[config.mk]
export PLATFORM = sky130hd
export DESIGN_NAME = act_dispatch_top
export DESIGN_NICKNAME = d
export VERILOG_FILES = /design/src/act_pkg.sv /design/src/act_gbf.sv /design/src/word_unpacker.sv /design/src/block_assembler.sv /design/src/act_dispatch_top.sv
export VERILOG_INCLUDE_DIRS = /design/src /design/src/src
export SDC_FILE = /design/constraint.sdc
export NUM_CORES = 2
export LEC_CHECK = 0
export BUFFER_PORTS_ARGS = -buffer_cell sky130_fd_sc_hd__buf_2
export CORE_MARGIN = 2
export CORE_UTILIZATION = 58
export CTS_BUF_LIST = sky130_fd_sc_hd__clkbuf_4
export CTS_CLUSTER_DIAMETER = 100
export CTS_CLUSTER_SIZE = 40
export DETAILED_ROUTE_END_ITERATION = 16
export PLACE_DENSITY = 0.81
export SETUP_SLACK_MARGIN = 0.15
export SYNTH_ARGS = -nofsm -noshare
export SYNTH_HDL_FRONTEND = slang
export SYNTH_SLANG_ARGS = --single-unit
[constraint.sdc]
create_clock -name clk -period 4.8 [get_ports clk]
set_input_delay 0.96 -clock clk [delete_from_list [all_inputs] [get_ports clk]]
set_output_delay 0.96 -clock clk [all_outputs]
set_load 0.01 [all_outputs]
[src/act_defines.svh]
// widths and depths for the activation input path
// include wherever a width or buffer depth is needed

`ifndef ACT_DEFINES_SVH
`define ACT_DEFINES_SVH

// ====================
// data widths
// ====================

// host bus and buffer word
`define PORT_WIDTH 96

// one activation
`define DATA_WIDTH 8

// channels per block, also flag bits per block
`define BLOCK_DEPTH 12

// ====================
// buffer depths
// ====================

`define ACT_ADDR_WIDTH 4
`define FLG_ADDR_WIDTH 3

`endif

[src/act_pkg.sv]
// shared data types of the activation input path
// modules pull these in with a wildcard import

`default_nettype none

`include "act_defines.svh"

package act_pkg;

    // ====================
    // buffer side
    // ====================

    // one word as written by the host
    typedef logic [`PORT_WIDTH-1:0] port_word_t;

    // ====================
    // block side
    // ====================

    typedef logic [`DATA_WIDTH-1:0] act_t;

    // bit i set means channel i holds a non-zero value
    typedef logic [`BLOCK_DEPTH-1:0] flag_blk_t;

    // channel i in element i, channel 0 in the low bits
    typedef logic [`BLOCK_DEPTH-1:0][`DATA_WIDTH-1:0] dense_blk_t;

endpackage

`default_nettype wire

[src/act_gbf.sv]
// global buffer for one stream of packed words
// host writes at its own addresses and words go out to an unpacker
// a fetch fires on the rising edge of space and readable

`timescale 1ns/1ps
`default_nettype none

module act_gbf import act_pkg::*; #(
    parameter int ADDR_WIDTH = 4
) (
    input  logic                  clk,
    input  logic                  rst_n,
    input  logic                  clear,
    input  logic                  en_wr,
    input  logic [ADDR_WIDTH-1:0] addr_wr,
    input  port_word_t            dat_wr,
    input  logic                  space,
    output logic                  word_en,
    output port_word_t            word
);

    localparam int DEPTH = 2 ** ADDR_WIDTH;
    localparam logic [ADDR_WIDTH:0] FULL_CNT = (ADDR_WIDTH + 1)'(DEPTH);

    port_word_t            mem [DEPTH];
    logic [ADDR_WIDTH:0]   fill_cnt;
    logic [ADDR_WIDTH-1:0] addr_rd;
    logic                  readable;
    logic                  fetch_ok;
    logic                  fetch_ok_d;
    logic                  en_rd;
    // entries written and not yet read
    logic [DEPTH-1:0]      unread;

    // single port so a write in this cycle blocks the read
    assign readable = (fill_cnt != '0) && !en_wr;
    assign fetch_ok = space && readable;

    // one read per rising edge only
    assign en_rd = fetch_ok && !fetch_ok_d;

    // ====================
    // storage
    // ====================

    always_ff @(posedge clk) begin
        if (en_wr) begin
            mem[addr_wr] <= dat_wr;
        end
        if (en_rd) begin
            word <= mem[addr_rd];
        end
    end

    // ====================
    // fill and read tracking
    // ====================

    always_ff @(posedge clk or negedge rst_n) begin
        if (!rst_n) begin
            fill_cnt   <= '0;
            addr_rd    <= '0;
            fetch_ok_d <= 1'b0;
            word_en    <= 1'b0;
            unread     <= '0;
        end else if (clear) begin
            fill_cnt   <= '0;
            addr_rd    <= '0;
            fetch_ok_d <= 1'b0;
            word_en    <= 1'b0;
            unread     <= '0;
        end else begin
            fetch_ok_d <= fetch_ok;
            // data is out one cycle after the read
            word_en    <= en_rd;
            if (en_wr) begin
                fill_cnt        <= fill_cnt + 1'b1;
                unread[addr_wr] <= 1'b1;
            end else if (en_rd) begin
                fill_cnt        <= fill_cnt - 1'b1;
                unread[addr_rd] <= 1'b0;
            end
            if (en_rd) begin
                addr_rd <= addr_rd + 1'b1;
            end
        end
    end

    // host must respect the unread space
    assert property (@(posedge clk) disable iff (!rst_n)
        en_wr |-> fill_cnt != FULL_CNT)
        else $error("write into a full buffer");

    // a fetch must find a written entry at the read address
    assert property (@(posedge clk) disable iff (!rst_n)
        en_rd |-> unread[addr_rd])
        else $error("fetch from an empty buffer");

endmodule

`default_nettype wire

[src/word_unpacker.sv]
// splits one buffer word into equal elements
// the most significant element goes out first, one per get

`timescale 1ns/1ps
`default_nettype none

`include "act_defines.svh"

module word_unpacker import act_pkg::*; #(
    parameter int ELEM_WIDTH = 8
) (
    input  logic                  clk,
    input  logic                  rst_n,
    input  logic                  clear,
    output logic                  space,
    input  logic                  word_en,
    input  port_word_t            word,
    output logic                  elem_rdy,
    input  logic                  elem_get,
    output logic [ELEM_WIDTH-1:0] elem
);

    localparam int NUM_ELEM  = `PORT_WIDTH / ELEM_WIDTH;
    localparam int CNT_WIDTH = $clog2(NUM_ELEM + 1);

    port_word_t           hold_q;
    logic [CNT_WIDTH-1:0] left_cnt;
    logic                 take;

    // empty once every element has been taken
    assign space    = (left_cnt == '0);
    assign elem_rdy = !space;
    assign take     = elem_get && elem_rdy;
    assign elem     = hold_q[`PORT_WIDTH-1 -: ELEM_WIDTH];

    always_ff @(posedge clk or negedge rst_n) begin
        if (!rst_n) begin
            left_cnt <= '0;
        end else if (clear) begin
            left_cnt <= '0;
        end else if (word_en) begin
            left_cnt <= CNT_WIDTH'(NUM_ELEM);
        end else if (take) begin
            left_cnt <= left_cnt - 1'b1;
        end
    end

    // ====================
    // left shift register
    // ====================

    always_ff @(posedge clk) begin
        if (word_en) begin
            hold_q <= word;
        end else if (take) begin
            hold_q <= hold_q << ELEM_WIDTH;
        end
    end

    // buffer may only deliver into an empty unpacker
    assert property (@(posedge clk) disable iff (!rst_n)
        word_en |-> space)
        else $error("word arrived while a word is still held");

endmodule

`default_nettype wire

[src/block_assembler.sv]
// builds dense activation blocks from a flag stream and packed values
// each set flag bit pulls one activation, clear bits stay zero
// a finished block is held until the consumer pulses blk_get

`timescale 1ns/1ps
`default_nettype none

`include "act_defines.svh"

module block_assembler import act_pkg::*; (
    input  logic       clk,
    input  logic       rst_n,
    input  logic       clear,
    input  logic       flg_rdy,
    output logic       flg_get,
    input  flag_blk_t  flg,
    input  logic       act_rdy,
    output logic       act_get,
    input  act_t       act,
    input  logic       blk_get,
    output logic       blk_rdy,
    output dense_blk_t blk_dat,
    output flag_blk_t  blk_flag
);

    localparam int CH_WIDTH = $clog2(`BLOCK_DEPTH);

    typedef enum logic [2:0] {
        ST_FLAG,
        ST_FLAG_TAKE,
        ST_WALK,
        ST_ACT_TAKE,
        ST_HOLD
    } state_t;

    state_t              state;
    logic [CH_WIDTH-1:0] ch;
    logic                last_ch;
    flag_blk_t           flag_q;
    dense_blk_t          dense_q;

    assign last_ch  = (ch == CH_WIDTH'(`BLOCK_DEPTH - 1));
    assign blk_rdy  = (state == ST_HOLD);
    assign blk_dat  = dense_q;
    assign blk_flag = flag_q;

    // ====================
    // FSM
    // ====================

    always_ff @(posedge clk or negedge rst_n) begin
        if (!rst_n) begin
            state   <= ST_FLAG;
            ch      <= '0;
            flg_get <= 1'b0;
            act_get <= 1'b0;
        end else if (clear) begin
            state   <= ST_FLAG;
            ch      <= '0;
            flg_get <= 1'b0;
            act_get <= 1'b0;
        end else begin
            case (state)
                ST_FLAG: begin
                    if (flg_rdy) begin
                        flg_get <= 1'b1;
                        state   <= ST_FLAG_TAKE;
                    end
                end
                ST_FLAG_TAKE: begin
                    flg_get <= 1'b0;
                    ch      <= '0;
                    state   <= ST_WALK;
                end
                ST_WALK: begin
                    // zero channel, nothing to pull
                    if (!flag_q[ch]) begin
                        ch    <= ch + 1'b1;
                        state <= last_ch ? ST_HOLD : ST_WALK;
                    end else if (act_rdy) begin
                        act_get <= 1'b1;
                        state   <= ST_ACT_TAKE;
                    end
                end
                ST_ACT_TAKE: begin
                    act_get <= 1'b0;
                    ch      <= ch + 1'b1;
                    state   <= last_ch ? ST_HOLD : ST_WALK;
                end
                ST_HOLD: begin
                    if (blk_get) begin
                        state <= ST_FLAG;
                    end
                end
                default: state <= ST_FLAG;
            endcase
        end
    end

    // block contents, captured while the matching get is high
    always_ff @(posedge clk) begin
        if (state == ST_FLAG_TAKE) begin
            flag_q  <= flg;
            dense_q <= '0;
        end else if (state == ST_ACT_TAKE) begin
            dense_q[ch] <= act;
        end
    end

    // a registered get must still find its element waiting
    assert property (@(posedge clk) disable iff (!rst_n)
        (flg_get |-> flg_rdy) and (act_get |-> act_rdy))
        else $error("get issued without a ready element");

endmodule

`default_nettype wire

[src/act_dispatch_top.sv]
// activation input path top level
// host fills the flag and activation buffers, dense blocks come out
// under blk_rdy and are released by a blk_get pulse

`timescale 1ns/1ps
`default_nettype none

`include "act_defines.svh"

module act_dispatch_top import act_pkg::*; (
    input  logic                       clk,
    input  logic                       rst_n,
    input  logic                       layer_clr,
    input  logic                       act_en_wr,
    input  logic [`ACT_ADDR_WIDTH-1:0] act_addr_wr,
    input  port_word_t                 act_dat_wr,
    input  logic                       flg_en_wr,
    input  logic [`FLG_ADDR_WIDTH-1:0] flg_addr_wr,
    input  port_word_t                 flg_dat_wr,
    input  logic                       blk_get,
    output logic                       blk_rdy,
    output dense_blk_t                 blk_dat,
    output flag_blk_t                  blk_flag
);

    // ====================
    // buffer to unpacker
    // ====================

    logic       act_space;
    logic       act_word_en;
    port_word_t act_word;
    logic       flg_space;
    logic       flg_word_en;
    port_word_t flg_word;

    // unpacker to assembler
    logic       act_elem_rdy;
    logic       act_elem_get;
    act_t       act_elem;
    logic       flg_elem_rdy;
    logic       flg_elem_get;
    flag_blk_t  flg_elem;

    // ====================
    // input side
    // ====================

    act_gbf #(.ADDR_WIDTH(`ACT_ADDR_WIDTH)) gbf_act (
        .clk     (clk),
        .rst_n   (rst_n),
        .clear   (layer_clr),
        .en_wr   (act_en_wr),
        .addr_wr (act_addr_wr),
        .dat_wr  (act_dat_wr),
        .space   (act_space),
        .word_en (act_word_en),
        .word    (act_word)
    );

    act_gbf #(.ADDR_WIDTH(`FLG_ADDR_WIDTH)) gbf_flg (
        .clk     (clk),
        .rst_n   (rst_n),
        .clear   (layer_clr),
        .en_wr   (flg_en_wr),
        .addr_wr (flg_addr_wr),
        .dat_wr  (flg_dat_wr),
        .space   (flg_space),
        .word_en (flg_word_en),
        .word    (flg_word)
    );

    // ====================
    // processing
    // ====================

    word_unpacker #(.ELEM_WIDTH(`DATA_WIDTH)) unpack_act (
        .clk      (clk),
        .rst_n    (rst_n),
        .clear    (layer_clr),
        .space    (act_space),
        .word_en  (act_word_en),
        .word     (act_word),
        .elem_rdy (act_elem_rdy),
        .elem_get (act_elem_get),
        .elem     (act_elem)
    );

    word_unpacker #(.ELEM_WIDTH(`BLOCK_DEPTH)) unpack_flg (
        .clk      (clk),
        .rst_n    (rst_n),
        .clear    (layer_clr),
        .space    (flg_space),
        .word_en  (flg_word_en),
        .word     (flg_word),
        .elem_rdy (flg_elem_rdy),
        .elem_get (flg_elem_get),
        .elem     (flg_elem)
    );

    // output side
    block_assembler assembler (
        .clk      (clk),
        .rst_n    (rst_n),
        .clear    (layer_clr),
        .flg_rdy  (flg_elem_rdy),
        .flg_get  (flg_elem_get),
        .flg      (flg_elem),
        .act_rdy  (act_elem_rdy),
        .act_get  (act_elem_get),
        .act      (act_elem),
        .blk_get  (blk_get),
        .blk_rdy  (blk_rdy),
        .blk_dat  (blk_dat),
        .blk_flag (blk_flag)
    );

endmodule

`default_nettype wire

== Yosys cells after proc, flatten, opt, wreduce, memory -nomap -nowiden ==
Memory sizes are Yosys's and may differ from the RTL's. A register that Yosys moved wholly into a read port is not among the register bits.
Index checks and enable logic that the tools add are counted.

* Add/subtract/negate cells: 9
* $mul: 0
* Divide/modulo/power cells: 0
* Order comparisons: 2
* Equality and inequality tests: 11
* Shift-type cells: 0
* Muxes and demuxes: 50
* Bitwise logic cells: 0
* Reduce and logical (&&, ||, !) cells: 35

{| class="wikitable"
|+ Operators by type and width
! operator !! count
|-
| $mux W96 || 4
|-
| $bwmux W96 || 1
|-
| $mux W4 || 13
|-
| $demux W8 S4 || 1
|-
| $mux W3 || 8
|-
| $reduce_bool A3 Y1 || 6
|-
| $mux W5 || 3
|-
| $pmux W3 S5 || 1
|-
| $mux W1 || 14
|-
| $add A4 B1 Y4 const B || 3
|-
| $ne A3 B3 Y1 const B || 4
|-
| $pmux W4 S3 || 1
|-
| $sub A4 B1 Y4 const B || 3
|-
| $logic_and A1 B1 Y1 || 9
|-
| $logic_not A4 Y1 || 2
|-
| $mux W8 || 1
|-
| $reduce_bool A2 Y1 || 4
|-
| $reduce_bool A4 Y1 || 2
|-
| $eq A3 B2 Y1 const B || 2
|-
| $logic_not A1 Y1 || 6
|-
| $reduce_and A3 Y1 || 2
|-
| $add A5 B1 Y5 const B || 1
|-
| $lt A4 B5 Y1 const B || 1
|-
| $reduce_bool A5 Y1 || 1
|-
| 12 further kinds || 14
|}

* Register bits after elaboration: 337
* Latch bits: 0
* RAM bits: 2304
* Memory bits (read-only): 0
* Bits of input ports: 205
* Memories: 2

{| class="wikitable"
|+ Memories
! name !! depth !! width !! read ports !! clocked after Yosys merged registers in !! wr ports !! line !! RTL
|-
| gbf_act.mem || 16 || 96 || 1 || 1 || 1 || act_gbf.sv:25 || <nowiki>port_word_t mem [DEPTH];</nowiki>
|-
| gbf_flg.mem || 8 || 96 || 1 || 1 || 1 || act_gbf.sv:25 ||
|}

== Depth between registers and ports, before layout ==
* Word-level depth: 7
* Mapped depth: 8
* Mapped depth without buffers: 7

== Hierarchy ==
A second synthesis with hierarchy kept.

* Cells, all modules: 5200
* Area total of the unflattened synthesis: 107956.0 um^2

{| class="wikitable"
|+ By module, submodules not included
! module !! times used !! cells an instance !! area an instance (um^2)
|-
| act_gbf at gbf_act || 1 || 3028 || 62479.9
|-
| act_gbf at gbf_flg || 1 || 1266 || 32271.0
|-
| block_assembler || 1 || 426 || 4618.2
|-
| word_unpacker at unpack_flg || 1 || 242 || 4295.4
|-
| word_unpacker at unpack_act || 1 || 238 || 4291.6
|}

== Least setup slack after synthesis ==
Ideal clock, no wire load.

* Path kind: in2reg
* From: input port act_en_wr
* To: memory gbf_act.mem[2][0] (netlist name), enable pin
* Setup time: 0.787 ns
* Data arrival time: 10.456 ns
* Data required time: 4.013 ns
* Path slack: -6.444 ns
* Stages on the path: 3
* Cells stage by stage: clkbuf_1 -> nand2_1 -> nor4_1

* Cells in the longest elaborated chain, start to end: 2

{| class="wikitable"
|+ Ends and longest elaborated chain
! what !! line !! RTL
|-
| start: declaration || act_dispatch_top.sv:14 || <nowiki>input logic act_en_wr,</nowiki>
|-
| $mux W1 || act_gbf.sv:47 || <nowiki>if (en_wr) begin</nowiki>
|-
| $mux W1 (not written as such) || act_gbf.sv:48 || <nowiki>mem[addr_wr] <= dat_wr;</nowiki>
|-
| end: declaration || act_gbf.sv:25 ||
|}

Every way passes these cells.

== Worst setup path in the final report ==
* From: register assembler.state[0]
* To: output port blk_rdy

* Cells in the longest elaborated chain, start to end: 1

{| class="wikitable"
|+ Ends and longest elaborated chain
! what !! line !! RTL
|-
| start: declaration || block_assembler.sv:36 || <nowiki>state_t state;</nowiki>
|-
| start signal: assignment || block_assembler.sv:79 || <nowiki>state <= last_ch ? ST_HOLD : ST_WALK;</nowiki>
|-
| start signal: assignment || block_assembler.sv:88 || <nowiki>state <= last_ch ? ST_HOLD : ST_WALK;</nowiki>
|-
| $eq A3 B3 Y1 || block_assembler.sv:43 || <nowiki>assign blk_rdy = (state == ST_HOLD);</nowiki>
|-
| end: declaration || act_dispatch_top.sv:21 || <nowiki>output logic blk_rdy,</nowiki>
|}

Every way passes these cells.

==> reports/metrics.yaml <==
place:
  dp_worst_setup_slack_ns: 1.58
  dp_hpwl_um: 125000
  place.detailed.instances: 7106
  io_buffer_count: 313
  placement.cell_area_um2: 111000
  place_congestion: 0.755
pwr:
  power.ir.vdd_worst_mv: 0.447
  pwr_density_cell_nw_per_um2: 411
  leakagePower_nw: 34.8
  total_power_of_the_final_layout_mw: 47.1
floorplan:
  dieWidth_um: 432
  initial_core_util_pct: 58.2
  die_height_um: 432
  coreArea_um2: 182000
  design.portCount: 314
  floorplan.rows: 157
  dieArea_um2: 186000
routing:
  drt-wirelength-per-cell_um: 29.6
  detailedRoute.firstPassIterationCount: 5
  viasPerCell: 6.41
  post-route-drc-count: 0
  antenna_nets_post_route: 0
  routed_wl_um: 220000
  initialDrtViolationCount: 5932
  num_vias: 47800
timing:
  timing.clock.skew_ns: 0.145
  hold_viol_final: 0
  postLayoutSetupSlackWorst_ns: 1.29
  count_of_final_setup_violators: 0
  worst_hold_slack_after_final_layout_ns: 0.176
  rsz0062_at_grt: "no"
  slew_worst_pin_ns: 1.20
  maxClockFrequency_ghz: 0.285
  fin_crit_sh_pct: 73.2
  fin_setup_tns_ns: 0
  finalWorstPathRequiredPeriod_ns: 3.51
  max-slew-margin-rel_pct: 20.3
  drv_slew: 0
global_routing:
  grt_pass1_vias: 48300
  global_route_wire_length_before_repair_um: 323000
  antenna_found_initial: 43
  grt_max_degree: 110
  grt_remaining_overflow: 0
  grt_usage_pct: 23.7
flow_run:
  maxCapViolCount: 0
critical_path:
  worstPathMaxFanout: 10
  critical_path.top_delay_family: "flip-flops"
  crit_required_ns: 3.84
  critical-path-max-stage-delay_ns: 0.56
  critical_path.n_buffers_inverters: 2
  crit_slowest_cell: "dfrtp_1"
  critical_path_class: "flip-flop to output pin"
  worstSetupEndpointType: "output pin"
  worst_ep_arrival_time_ns: 2.55
  path_cells: "nor2_1, nand2_1, inv_1, buf_2"
  reg2reg_slack_ns: 1.73
  startpoint_type: "flip-flop"
logic_synthesis:
  synth.avg_cell_area_um2: 23.4
  synth_top_cell_by_area: "edfxtp_1"
  synth.cells.most_frequent: "2,700 x edfxtp_1, 674 x mux4_2, 271 x mux2_2"
  asyncSetResetFlopFracSynth_pct: 1.31
  mappedNetlistArea_um2: 106000
  post_synth_xor_area_fraction_pct: 0.124
  yosys-mux-area-fraction_pct: 17.3
  synth_simple_gate_area_share_pct: 1.51
  syn_inst: 4544
  synth_sequential_area_ratio_pct: 79.0
  synth.distinct_cells: 55
  synthesis.nets: 4765
  synth_top_flop_cell: "edfxtp_1"
  synth_compound_area_share_pct: 0.689
  leading_post_synthesis_cells_by_cell_area: "edfxtp_1 76%, mux4_2 14%, mux2_2 2.9%, dfxtp_1 1.8%, dfrtp_1 0.87%"
  largest_family_of_logic_cells_by_synthesized_area: "multiplexers"
  synth-edff-count: 2700
  post-synth-top-count-cell: "edfxtp_1"
  synth_fa_ha_area_share_pct: 0.203
  yosys_warnings: 0
  ys_ff_latch: 2833
  post-synth-top-area-fraction_pct: 76.4
outcome:
  status: "finished, final reports clean"
clocking:
  clock_tree_from_tritoncts: "done"
  h-tree-depth: 3
  cts-resized-gates: 0
  clkSinkCount: 2833
  clockRootBuffer: "clkbuf_4"
  cts_buffers: 85
  cts-root-to-sink-buffers: 3
  worstSkewPairLatency_ns: 1.37
  clkSlewWorstSetupHoldPaths_ns: 0.36
layout:
  syn_to_final_growth_pct: 7.90
  post_layout_nonfiller_instances: 7454
  design.final.nets: 5228
  final_layout_size_suffix_gt1_share_pct: 30.4
  fin_area_um2: 115000
  finalCoreUtilization_pct: 62.8
hold_path:
  path_category_of_the_worst_min_delay_check: "input port to flip-flop"
-- layout make-up --
class	instances	area, um2
multi-input cells	1456	21300
well taps	2385	2980
diodes	24	60.1
repair buffers	615	5070
flip-flops and latches	2833	84000
inverters	16	60.1
clock inverters	15	259
clock buffers	110	826
fillers	11400	67900
-- final timing paths --
check                                        from               endpoint  cells after the start
min in group asynchronous                   rst_n     gbf_flg.addr_rd[1]                      2
max                            assembler.state[0]                blk_rdy                      4
max reg2reg                unpack_act.left_cnt[0]  unpack_act.hold_q[13]                      6
max in group asynchronous                   rst_n     gbf_act.addr_rd[2]                      2
min                                act_addr_wr[1]     gbf_act.mem[3][34]                      3
min reg2reg                 assembler.blk_dat[61]  assembler.blk_dat[61]                      2
-- state kept, by name (all words and copies together), names as in the netlist, 5 cells and up --
register / flops
unpack_act.hold_q: 96
gbf_act.word: 96
gbf_act.fill_cnt: 5
assembler.blk_flag: 12
gbf_flg.word: 96
gbf_flg.mem: 768
assembler.blk_dat: 96
unpack_flg.hold_q: 96
gbf_act.mem: 1536
-- worst reg2reg max path, cell delays in order, from the launching register on --
cell and delay [ns]:
dfrtp_1 0.43, inv_1 0.08, ha_1 0.21, or3b_1 0.42, nand2_1 0.25, nand2_4 0.68, buf_4 0.65
-- cells in the final DEF, fill, tap and decap left out, types with 3 or more instances in the layout --
master / n
mux2i_1: 13
nor2b_1: 6
and2_1: 23
mux2_2: 271
nand2b_1: 6
nor3_4: 11
edfxtp_1: 2700
nor4_4: 3
mux4_2: 674
xnor2_1: 8
dfxtp_1: 96
nor2_1: 32
clkbuf_4: 110
buf_12: 59
a21o_1: 4
nor2_4: 12
nand2_1: 114
a21oi_1: 100
nand4_1: 3
nor4_1: 3
nand3_1: 97
xor2_1: 7
clkinv_16: 6
a31oi_1: 4
dlygate4sd3_1: 199
inv_1: 16
buf_4: 44
inv_2: 4
diode_2: 24
nor3_1: 7
dfrtp_4: 9
ha_1: 14
o21a_1: 3
o21ai_0: 7
buf_2: 313
dfrtp_1: 28
-- logic make-up (layout without fill, tap and decap cells) --
group / Yosys count / in the layout
flops: 2833 / 2833
mux: 959 / 959
simple gates: 335 / 335
buf+inv: 255 / 756
compound gates: 131 / 131
fa+ha+maj: 16 / 16
xor+xnor: 15 / 15
other cells: 0 / 24
-- report_power, final --
part	internal (mW)	switching, mW
registers	29.1	1.03
logic	5.00	4.40
clock network	1.14	6.41
total	35.3	11.8
-- repair_timing --
action	4_1_cts	5_1_grt
hold buffers	199	0
hold endpoints to repair	2352	0
setup buffers	0	0
-- per-layer routing --
metal | vias up | wire (um) | global-route usage, %
met4 | 20 | 5390 | 5.55
met2 | 2339 | 115000 | 40.6
li1 | 19800 | - | -
met1 | 25300 | 83800 | 33.0
met5 | - | 129 | 0
met3 | 284 | 16500 | 3.02
(Power assumes the default switching activity.)
